### config.mk
export PLATFORM = sky130hd
export DESIGN_NAME = miss_replay_queue
export DESIGN_NICKNAME = d
export VERILOG_FILES = /design/src/hdl/mop_pkg.sv /design/src/hdl/mq_ctrl_pkg.sv /design/src/hdl/miss_entry_ram.sv /design/src/hdl/miss_capture.sv /design/src/hdl/replay_ctrl.sv /design/src/hdl/replay_out.sv /design/src/hdl/miss_replay_queue.sv
export SDC_FILE = /design/constraint.sdc
export NUM_CORES = 1
export LEC_CHECK = 0
export BUFFER_PORTS_ARGS = -buffer_cell sky130_fd_sc_hd__buf_2
export CAP_MARGIN = 20
export CORE_MARGIN = 2
export CORE_UTILIZATION = 62
export CTS_CLUSTER_DIAMETER = 120
export DETAILED_ROUTE_END_ITERATION = 10
export GPL_ROUTABILITY_DRIVEN = 0
export GPL_TIMING_DRIVEN = 0
export PLACE_DENSITY = 0.84
export SLEW_MARGIN = 20
export SYNTH_ARGS = -nofsm -noshare
export SYNTH_HDL_FRONTEND = slang
export SYNTH_SLANG_ARGS = --single-unit
### constraint.sdc
create_clock -name clk -period 10.15 [get_ports clk]
set_input_delay 1.5225 -clock clk [delete_from_list [all_inputs] [get_ports clk]]
set_output_delay 1.5225 -clock clk [all_outputs]
set_load 0.05 [all_outputs]
### src/hdl/mop_pkg.sv
package mop_pkg;

  // virtual address and field widths of one memory operation
  localparam int ADDR_W = 44;
  localparam int SZ_W = 5;
  localparam int ATTR_W = 4;
  localparam int TAG_W = 9;

  // refill works on whole pages
  localparam int PAGE_SHIFT = 14;
  localparam int PAGE_W = ADDR_W - PAGE_SHIFT;

  // one lane's operation, also the stored entry word (63 bits)
  typedef struct packed {
    logic              thread;
    logic [ADDR_W-1:0] addr;
    logic [SZ_W-1:0]   sz;
    logic [ATTR_W-1:0] attr;
    logic [TAG_W-1:0]  tag;
  } mop_t;

endpackage

### src/hdl/mq_ctrl_pkg.sv
package mq_ctrl_pkg;

  // datapath is built for exactly two lanes
  localparam int LANES = 2;

  // one bit per lane
  typedef logic [LANES-1:0] lane_mask_t;

  // replay controller states
  typedef enum logic [1:0] {
    IDLE   = 2'd0,
    REFILL = 2'd1,
    ISSUE  = 2'd2
  } replay_state_t;

endpackage

### src/hdl/miss_entry_ram.sv
module miss_entry_ram
  import mop_pkg::*;
#(
  parameter int DEPTH = 4
) (
  input  logic                     clk,
  input  logic                     we_i,
  input  logic [$clog2(DEPTH)-1:0] waddr_i,
  input  mop_t                     wdata_i,
  input  logic [$clog2(DEPTH)-1:0] raddr_i,
  output mop_t                     rdata_o
);

  mop_t mem [DEPTH];

  always_ff @(posedge clk) begin
    if (we_i) begin
      mem[waddr_i] <= wdata_i;
    end
  end

  // read is asynchronous, so a write shows up from the next cycle
  assign rdata_o = mem[raddr_i];

endmodule

### src/hdl/miss_capture.sv
module miss_capture
  import mop_pkg::*, mq_ctrl_pkg::*;
#(
  parameter int DEPTH = 4
) (
  input  logic                     clk,
  input  logic                     rst,
  input  lane_mask_t               miss_i,
  input  logic                     op0_thread_i,
  input  logic [ADDR_W-1:0]        op0_addr_i,
  input  logic [SZ_W-1:0]          op0_sz_i,
  input  logic [ATTR_W-1:0]        op0_attr_i,
  input  logic [TAG_W-1:0]         op0_tag_i,
  input  logic                     op1_thread_i,
  input  logic [ADDR_W-1:0]        op1_addr_i,
  input  logic [SZ_W-1:0]          op1_sz_i,
  input  logic [ATTR_W-1:0]        op1_attr_i,
  input  logic [TAG_W-1:0]         op1_tag_i,
  input  logic                     except_i,
  input  logic                     except_thread_i,
  input  logic                     full_i,
  input  logic [$clog2(DEPTH)-1:0] head_i,
  input  logic                     pop_i,
  output logic                     push_o,
  output logic                     we_o,
  output logic [$clog2(DEPTH)-1:0] waddr_o,
  output mop_t                     entry0_o,
  output mop_t                     entry1_o,
  output lane_mask_t               head_live_o
);

  localparam int PTR_W = $clog2(DEPTH);

  logic [PTR_W-1:0]            wr_ptr_q;
  logic [LANES-1:0][DEPTH-1:0] valid_q;
  logic [LANES-1:0][DEPTH-1:0] kill_q;
  logic [LANES-1:0][DEPTH-1:0] thr_q;
  lane_mask_t                  in_thr;

  assign entry0_o = '{thread: op0_thread_i, addr: op0_addr_i, sz: op0_sz_i,
                      attr: op0_attr_i, tag: op0_tag_i};
  assign entry1_o = '{thread: op1_thread_i, addr: op1_addr_i, sz: op1_sz_i,
                      attr: op1_attr_i, tag: op1_tag_i};
  assign in_thr = {op1_thread_i, op0_thread_i};

  // both lanes go into one entry whenever either lane misses
  assign push_o = (|miss_i) & ~full_i;
  assign we_o = push_o;
  assign waddr_o = wr_ptr_q;

  // a same-cycle exception already hides the head lane
  always_comb begin
    for (int l = 0; l < LANES; l++) begin
      head_live_o[l] = valid_q[l][head_i] & ~kill_q[l][head_i] &
                       ~(except_i & (thr_q[l][head_i] == except_thread_i));
    end
  end

  always_ff @(posedge clk) begin
    if (rst) begin
      wr_ptr_q <= '0;
      valid_q <= '0;
      kill_q <= '0;
    end else begin
      if (push_o) begin
        wr_ptr_q <= wr_ptr_q + 1'b1;
      end
      for (int l = 0; l < LANES; l++) begin
        if (pop_i) begin
          valid_q[l][head_i] <= 1'b0;
        end
        // mark every stored lane of the faulting thread
        if (except_i) begin
          kill_q[l] <= kill_q[l] | ~(thr_q[l] ^ {DEPTH{except_thread_i}});
        end
        // new entry overrides the stale kill bit at the write slot
        if (push_o) begin
          valid_q[l][wr_ptr_q] <= miss_i[l];
          kill_q[l][wr_ptr_q] <= except_i & (in_thr[l] == except_thread_i);
        end
      end
    end
  end

  // thread tags per slot
  always_ff @(posedge clk) begin
    for (int l = 0; l < LANES; l++) begin
      if (push_o) begin
        thr_q[l][wr_ptr_q] <= in_thr[l];
      end
    end
  end

endmodule

### src/hdl/replay_ctrl.sv
module replay_ctrl
  import mop_pkg::*, mq_ctrl_pkg::*;
#(
  parameter int DEPTH = 4
) (
  input  logic                     clk,
  input  logic                     rst,
  input  logic                     push_i,
  input  lane_mask_t               head_live_i,
  input  logic [PAGE_W-1:0]        head_page0_i,
  input  logic [PAGE_W-1:0]        head_page1_i,
  input  logic [ATTR_W-1:0]        head_attr0_i,
  input  logic [ATTR_W-1:0]        head_attr1_i,
  input  logic                     mlb_ack_i,
  output logic [$clog2(DEPTH)-1:0] head_o,
  output logic                     full_o,
  output logic                     skip_o,
  output logic                     pop_o,
  output logic                     issue_o,
  output lane_mask_t               issue_live_o,
  output logic                     mlb_req_o,
  output logic [PAGE_W-1:0]        mlb_page_o,
  output logic [ATTR_W-1:0]        mlb_attr_o
);

  localparam int PTR_W = $clog2(DEPTH);

  replay_state_t    state_q;
  replay_state_t    state_d;
  logic [PTR_W-1:0] rd_ptr_q;
  logic [PTR_W:0]   count_q;
  logic [PTR_W:0]   count_d;
  lane_mask_t       done_q;
  lane_mask_t       pending;
  logic             cur_lane;
  logic             last_ack;
  logic             skip_q;

  // live lanes of the head entry still waiting for a refill
  assign pending = head_live_i & ~done_q;
  assign cur_lane = ~pending[0];

  assign mlb_req_o = (state_q == REFILL) && (pending != '0);
  assign mlb_page_o = cur_lane ? head_page1_i : head_page0_i;
  assign mlb_attr_o = cur_lane ? head_attr1_i : head_attr0_i;
  // ack on lane 1, or on lane 0 with lane 1 not pending
  assign last_ack = mlb_req_o & mlb_ack_i & (cur_lane | ~pending[1]);

  assign pop_o = (state_q == ISSUE);
  assign issue_o = pop_o;
  assign issue_live_o = head_live_i;
  assign head_o = rd_ptr_q;
  assign full_o = (count_q == (PTR_W+1)'(DEPTH));
  assign skip_o = skip_q;

  assign count_d = count_q + (PTR_W+1)'(push_i) - (PTR_W+1)'(pop_o);

  always_comb begin
    state_d = state_q;
    case (state_q)
      IDLE: begin
        // entry with nothing live goes straight to issue
        if (count_q != '0) begin
          state_d = (head_live_i == '0) ? ISSUE : REFILL;
        end
      end
      REFILL: begin
        if (pending == '0 || last_ack) begin
          state_d = ISSUE;
        end
      end
      ISSUE: begin
        state_d = (count_d != '0) ? REFILL : IDLE;
      end
      default: state_d = IDLE;
    endcase
  end

  always_ff @(posedge clk) begin
    if (rst) begin
      state_q <= IDLE;
      rd_ptr_q <= '0;
      count_q <= '0;
      done_q <= '0;
      skip_q <= 1'b0;
    end else begin
      state_q <= state_d;
      count_q <= count_d;
      // stays high through the replay output cycle
      skip_q <= (count_d != '0) | issue_o;
      if (pop_o) begin
        rd_ptr_q <= rd_ptr_q + 1'b1;
        done_q <= '0;
      end else if (mlb_req_o && mlb_ack_i) begin
        done_q[cur_lane] <= 1'b1;
      end
    end
  end

endmodule

### src/hdl/replay_out.sv
module replay_out
  import mop_pkg::*, mq_ctrl_pkg::*;
(
  input  logic       clk,
  input  logic       rst,
  input  logic       issue_i,
  input  lane_mask_t issue_live_i,
  input  mop_t       head0_i,
  input  mop_t       head1_i,
  input  lane_mask_t op_en_i,
  input  mop_t       op0_i,
  input  mop_t       op1_i,
  output lane_mask_t out_en_o,
  output mop_t       out0_o,
  output mop_t       out1_o
);

  logic       rep_vld_q;
  lane_mask_t rep_en_q;
  mop_t       rep0_q;
  mop_t       rep1_q;

  always_ff @(posedge clk) begin
    if (rst) begin
      rep_vld_q <= 1'b0;
      rep_en_q <= '0;
    end else begin
      rep_vld_q <= issue_i;
      rep_en_q <= issue_i ? issue_live_i : '0;
    end
  end

  // replayed operation words
  always_ff @(posedge clk) begin
    if (issue_i) begin
      rep0_q <= head0_i;
      rep1_q <= head1_i;
    end
  end

  // replay owns the lanes for one cycle, otherwise straight bypass
  assign out_en_o = rep_vld_q ? rep_en_q : op_en_i;
  assign out0_o = rep_vld_q ? rep0_q : op0_i;
  assign out1_o = rep_vld_q ? rep1_q : op1_i;

endmodule

### src/hdl/miss_replay_queue.sv
module miss_replay_queue
  import mop_pkg::*, mq_ctrl_pkg::*;
#(
  parameter int DEPTH = 4
) (
  input  logic              clk,
  input  logic              rst,
  input  lane_mask_t        miss_i,
  input  lane_mask_t        op_en_i,
  input  logic              op0_thread_i,
  input  logic [ADDR_W-1:0] op0_addr_i,
  input  logic [SZ_W-1:0]   op0_sz_i,
  input  logic [ATTR_W-1:0] op0_attr_i,
  input  logic [TAG_W-1:0]  op0_tag_i,
  input  logic              op1_thread_i,
  input  logic [ADDR_W-1:0] op1_addr_i,
  input  logic [SZ_W-1:0]   op1_sz_i,
  input  logic [ATTR_W-1:0] op1_attr_i,
  input  logic [TAG_W-1:0]  op1_tag_i,
  input  logic              except_i,
  input  logic              except_thread_i,
  input  logic              mlb_ack_i,
  output logic              skip_o,
  output logic              mlb_req_o,
  output logic [PAGE_W-1:0] mlb_page_o,
  output logic [ATTR_W-1:0] mlb_attr_o,
  output lane_mask_t        out_en_o,
  output mop_t              out0_o,
  output mop_t              out1_o
);

  localparam int PTR_W = $clog2(DEPTH);

  logic             push;
  logic             we;
  logic [PTR_W-1:0] waddr;
  logic [PTR_W-1:0] head;
  logic             pop;
  logic             full;
  logic             issue;
  lane_mask_t       head_live;
  lane_mask_t       issue_live;
  mop_t             entry0;
  mop_t             entry1;
  mop_t             head0;
  mop_t             head1;

  miss_capture #(.DEPTH(DEPTH)) u_miss_capture (
    .clk(clk), .rst(rst), .miss_i(miss_i),
    .op0_thread_i(op0_thread_i), .op0_addr_i(op0_addr_i), .op0_sz_i(op0_sz_i),
    .op0_attr_i(op0_attr_i), .op0_tag_i(op0_tag_i),
    .op1_thread_i(op1_thread_i), .op1_addr_i(op1_addr_i), .op1_sz_i(op1_sz_i),
    .op1_attr_i(op1_attr_i), .op1_tag_i(op1_tag_i),
    .except_i(except_i), .except_thread_i(except_thread_i),
    .full_i(full), .head_i(head), .pop_i(pop),
    .push_o(push), .we_o(we), .waddr_o(waddr),
    .entry0_o(entry0), .entry1_o(entry1), .head_live_o(head_live)
  );

  // one RAM per lane, written together
  miss_entry_ram #(.DEPTH(DEPTH)) u_ram0 (
    .clk(clk), .we_i(we), .waddr_i(waddr), .wdata_i(entry0),
    .raddr_i(head), .rdata_o(head0)
  );

  miss_entry_ram #(.DEPTH(DEPTH)) u_ram1 (
    .clk(clk), .we_i(we), .waddr_i(waddr), .wdata_i(entry1),
    .raddr_i(head), .rdata_o(head1)
  );

  replay_ctrl #(.DEPTH(DEPTH)) u_replay_ctrl (
    .clk(clk), .rst(rst), .push_i(push), .head_live_i(head_live),
    .head_page0_i(head0.addr[ADDR_W-1:PAGE_SHIFT]),
    .head_page1_i(head1.addr[ADDR_W-1:PAGE_SHIFT]),
    .head_attr0_i(head0.attr), .head_attr1_i(head1.attr),
    .mlb_ack_i(mlb_ack_i), .head_o(head), .full_o(full), .skip_o(skip_o),
    .pop_o(pop), .issue_o(issue), .issue_live_o(issue_live),
    .mlb_req_o(mlb_req_o), .mlb_page_o(mlb_page_o), .mlb_attr_o(mlb_attr_o)
  );

  // packed capture words double as the bypass operations
  replay_out u_replay_out (
    .clk(clk), .rst(rst), .issue_i(issue), .issue_live_i(issue_live),
    .head0_i(head0), .head1_i(head1), .op_en_i(op_en_i),
    .op0_i(entry0), .op1_i(entry1),
    .out_en_o(out_en_o), .out0_o(out0_o), .out1_o(out1_o)
  );

endmodule

# After elaboration in Yosys (flattened, before gate mapping)
# Memory sizes are Yosys's and may differ from the RTL's. A register that Yosys moved wholly into a read port is not among the register bits.
# Index checks and enable logic that the tools add are counted.
# totals
regBits	165
ramBits	504
mem_count	2
output_inout_bits	164
# mem_list
name	words	width	read_ports	rd_ports_with_merged_regs	write_ports	line_no	rtl
u_ram0.mem	4	63	1	1	1	miss_entry_ram.sv:14	mop_t mem [DEPTH];
u_ram1.mem	4	63	1	1	1	miss_entry_ram.sv:14	
# op_classes
n_eq_ne	9
n_bitwise	33
mux	52
n_reduce_logical	16
n_addsub	4
magnitude_cmp	6
# op_table
operator	count
$mux 63	2
$mux 4	13
$mux 30	1
$bwmux 4	6
$mux 2	8
$bmux 1 s2	6
$mux 1	12
$not 4->4	3
$and 1x1->1	11
$and 4x4->4	2
$not 1->1	8
$or 4x4->4	2
$xor 4x4->4	2
$logic_not 2->1	3
$lt 2x3->1 const B	2
$pmux 2 s3	1
$reduce_bool 3->1	2
$reduce_or 2->1	3
$logic_and 1x1->1	5
$add 2x1->2 const B	2
$demux 1 s2	2
$eq 1x1->1	4
$ge 2x1->1 const B	2
$add 3x1->3	1
other kinds (16)	17

# Longest topological paths before layout
# depth
depth_word	14
mapped_depth	12

# By module
# A second synthesis with hierarchy kept.
# unflattened
hier_cells	1366
area_unflattened_um2	27161.0
# by_module_without_submodules
mod	area_each_um2	n_inst	cells_each
miss_entry_ram	9193.8	2	333
replay_out	5486.5	1	274
miss_capture	2346.0	1	261
replay_ctrl	940.9	1	165

# Worst setup path after synthesis
# Ideal clock, no wire load.
# synth_path
path_kind	register to register
startpoint	reg u_replay_ctrl.state_q[0]
endpoint	reg u_replay_ctrl.state_q[0]
setup_slack_ps	4159
required_ps	10025
t_arrival_ps	5866
stages_incl_launch_ff	13
period_less_slack_ps	5991
setup_ps	125
cell_sequence	dfxtp_1 -> nand2b_1 -> clkbuf_1 -> clkinv_1 -> ha_1 -> inv_1 -> ha_1 -> fa_1 -> xnor3_1 -> o31ai_1 -> o41ai_1 -> o21ai_0 -> nand3_1
# synth_rtl
item	line_no	rtl
from (decl)	replay_ctrl.sv:28	replay_state_t state_q;
from (signal assigned)	replay_ctrl.sv:87	state_q <= state_d;
$eq 2x2->1 (*)	replay_ctrl.sv:49	assign pop_o = (state_q == ISSUE);
via issue	miss_replay_queue.sv:40	logic issue;
$sub 3x1->3	replay_ctrl.sv:56	assign count_d = count_q + (PTR_W+1)'(push_i) - (PTR_W+1)'(pop_o);
$reduce_bool 3->1	replay_ctrl.sv:73	state_d = (count_d != '0) ? REFILL : IDLE;
$mux 1	replay_ctrl.sv:73	
$pmux 2 s3 (*)	replay_ctrl.sv:60	case (state_q)
# Mark *: on every way through the listed nets, which the timed path passes. The rest lies on a longest branch.
# A chain may end at the register's enable or synchronous reset.

# Worst setup path after layout
# layout_path
startpoint	in except_thread_i
endpoint	out mlb_page_o[24]
# layout_via
elab_chain_cells	6
# layout_rtl
item	line_no	rtl
from (decl)	miss_replay_queue.sv:21	input logic except_thread_i,
$eq 1x1->1	miss_capture.sv:55	~(except_i & (thr_q[l][head_i] == except_thread_i));
$and 1x1->1	miss_capture.sv:55	
$not 1->1	miss_capture.sv:55	
$and 1x1->1	miss_capture.sv:54	head_live_o[l] = valid_q[l][head_i] & ~kill_q[l][head_i] &
$and 2x2->2	replay_ctrl.sv:40	assign pending = head_live_i & ~done_q;
$mux 30	replay_ctrl.sv:44	assign mlb_page_o = cur_lane ? head_page1_i : head_page0_i;
to (decl)	miss_replay_queue.sv:25	output logic [PAGE_W-1:0] mlb_page_o,
# No other way between the ends.

==> out/summary.txt <==
crit-path max FO -> 10
global-route wire length before repair -> 83000 um
Post-CTS Setup Bufs -> 0
Hold WS -> 0.480 ns
HP Class -> reg -> reg
placed insts -> 2004
Post-synth ARST share -> 0%
gr ovfl total -> 0
syn nets -> 1316
critical path launch point type -> input port
Slew Viols, Final -> 0
vias per inst -> 6.17
Core Region -> 0.0408 mm2
total track usage -> 26.1%
Detailed Route Iter0 Violations -> 1135
clock sinks -> 663
CTS Hold Bufs -> 0
WL/cell -> 26.5 um
worst-case reg-to-reg path depth -> 12
DRC -> 0
CTS Buffer Depth -> 3
number of unique standard cell types used by synthesis -> 40
Nets -> 1680
VDD IR max -> 0.230 mV
synthesized cell area -> 0.0256 mm2
Post-DP HPWL -> 33500 um
CTS tree -> done
PostCTS Resize Cnt -> 0
share of layout cells above drive strength 1 -> 44.1%
pwr/cell area -> 296 mW/mm2
Pleak -> 10.1 nW
status -> complete, no violations
Layout fillers -> 2321
cell accounting for the most synthesized area -> edfxtp_1
latest clock arrival within the worst-skew pair -> 0.61 ns
Seq/Total Area, Yosys -> 76.4%
Final Non-Filler Cells -> 2119
Slew @ Worst Pin -> 1.05 ns
fin worst setup slack -> 5.04 ns
Final Setup Violations -> 0
area share of the largest cell type after synthesis -> 73.8%
clock slew at reported path FFs -> 0.06 ns
Final Critical Period -> 5.11 ns
Critical Path AT -> 3.59 ns
Avg Cell Area, Syn -> 21.9 um2
worst clock skew -> 0.0158 ns
io pins -> 299
Total Wirelength -> 56100 um
Initial Utilization -> 62.8%
clk root buf -> clkbuf_16
vias in the first global route -> 13400
std cell rows -> 74
EDFF count, synth -> 630
maxcap violations -> 0
initial antenna violation count -> 10
Tcrit/Tclk final -> 50.3%
setup TNS -> 0 ns
Place WS -> 5.03 ns
Synth Flop Type -> edfxtp_1
Rel. slew slack -> 29.7%
via count -> 13100
DIE AREA -> 0.0430 mm2
top post-synthesis cells by area -> edfxtp_1, mux4_2, mux2_2, dfxtp_1, mux2i_1
hold depth -> 2
number of port buffers -> 297
TritonCTS Buffers -> 60
H-tree Lvls -> 2
fmax -> 0.196 GHz
Routed Antenna Nets -> 0
Area Growth Syn to Fin -> 16.6%
CP required -> 8.63 ns
Die W -> 207 um
Initial DRT Pass Iterations -> 5
Pwr Total -> 8.86 mW
Syn. warnings -> 0
unrepaired setup endpoints after global routing -> no
Crit Path Category -> in -> out
FF+latch count, synth -> 663
Mapped Cells -> 1170
Setup crit end kind -> output pin
largest net degree at the start of global routing -> 71
endpoints failing hold -> 0
die height -> 207 um
[layout by cell type, fill, tap and decap left out, types with 11 or more instances in the layout]
master	n
mux4_2	128
clkinv_2	11
clkinv_1	13
nand2_1	21
nand3_1	11
edfxtp_1	630
mux2_2	156
mux2i_1	16
a21oi_1	14
clkbuf_1	44
clkbuf_16	61
buf_2	310
dfxtp_1	33
nand2b_1	12
[cells by family (layout without fill, tap and decap cells)]
group,Yosys count,after routing,share of synthesized area (%)
buf+inv,67,477,1.16
simple gates,81,81,1.76
mux,307,307,19.1
other cells,0,7,0
compound gates,30,30,0.649
fa+ha+maj,12,12,0.605
flops,663,663,76.4
xor+xnor,10,10,0.395
[stage by stage]
stage	utilization [%]	area, um2
final	73.2	29900
after global routing	73.2	29900
after CTS	73.2	29900
after detailed placement	68.5	28000
after global placement	68.1	27800
after floorplan	-	25600
[routing by layer]
layer  routed length [um]  GRT usage [%]  part of all wire (%)
met1                22200           36.2                    39
met2                28400           42.7                    51
met3                 4360           5.43                   7.8
met4                 1200           7.32                   2.1
met5                   27              0                 0.048
[cells in the mapped netlist, drive strengths merged (2+ instances only)]
cell	count
nor2	7
nand2	21
xnor2	9
nand2b	12
o21ai	10
dfxtp	33
inv	13
ha	10
a21oi	14
clkbuf	31
nor2b	4
nand3b	10
mux4	128
nand3	11
mux2i	17
mux2	162
or3	3
nor4	5
nor3	4
buf	22
edfxtp	630
o21a	2
nor3b	2
[final timing paths]
path / start / to / slack (ns)
worst min register to register: u_miss_capture.valid_q[6] / u_miss_capture.valid_q[6] / 0.48
worst max register to register: u_replay_ctrl.state_q[0] / u_replay_ctrl.state_q[0] / 6.22
worst min-delay path: u_miss_capture.valid_q[6] / u_miss_capture.valid_q[6] / 0.48
worst max-delay path: except_thread_i / mlb_page_o[24] / 5.04
[final cells by class]
type	instances	area (um2)	share of cell area, %
multi-input combinational	440	5760	19.3
clock buffer	76	1580	5.30
buffer	53	248	0.829
antenna	7	17.5	0.0586
clock inverter	32	322	1.08
sequential	663	19600	65.5
inverter	14	87.6	0.293
tap	532	666	2.23
timing repair buffer	302	1620	5.43
[power breakdown]
group	internal [mW]	switching (mW)
Clock	1.27	0.945
Combinational	0.877	1.79
Sequential	3.80	0.171
Total	5.95	2.90
[critical path: stages]
cell     delay, ns
buf_2         0.11
buf_4         0.18
nand3_1       0.11
mux2i_1       0.15
nor4_4        0.46
buf_6         0.25
buf_6         0.22
mux2_1        0.36
buf_2         0.23
[flip-flops by register name, indices dropped and copies added, names as in the netlist, 2 cells and up, named ones only]
name and count:
u_replay_out.rep1_q 63, u_miss_capture.thr_q 7, u_replay_ctrl.done_q 2, u_miss_capture.waddr_o 2
u_miss_capture.kill_q 8, u_miss_capture.valid_q 8, u_replay_ctrl.count_q 3, u_replay_ctrl.state_q 2
u_replay_out.rep_en_q 2, u_ram1.mem 248, u_ram0.mem 249, u_replay_out.rep0_q 63
u_replay_ctrl.head_o 2
Power figures use the tool's default switching activity.
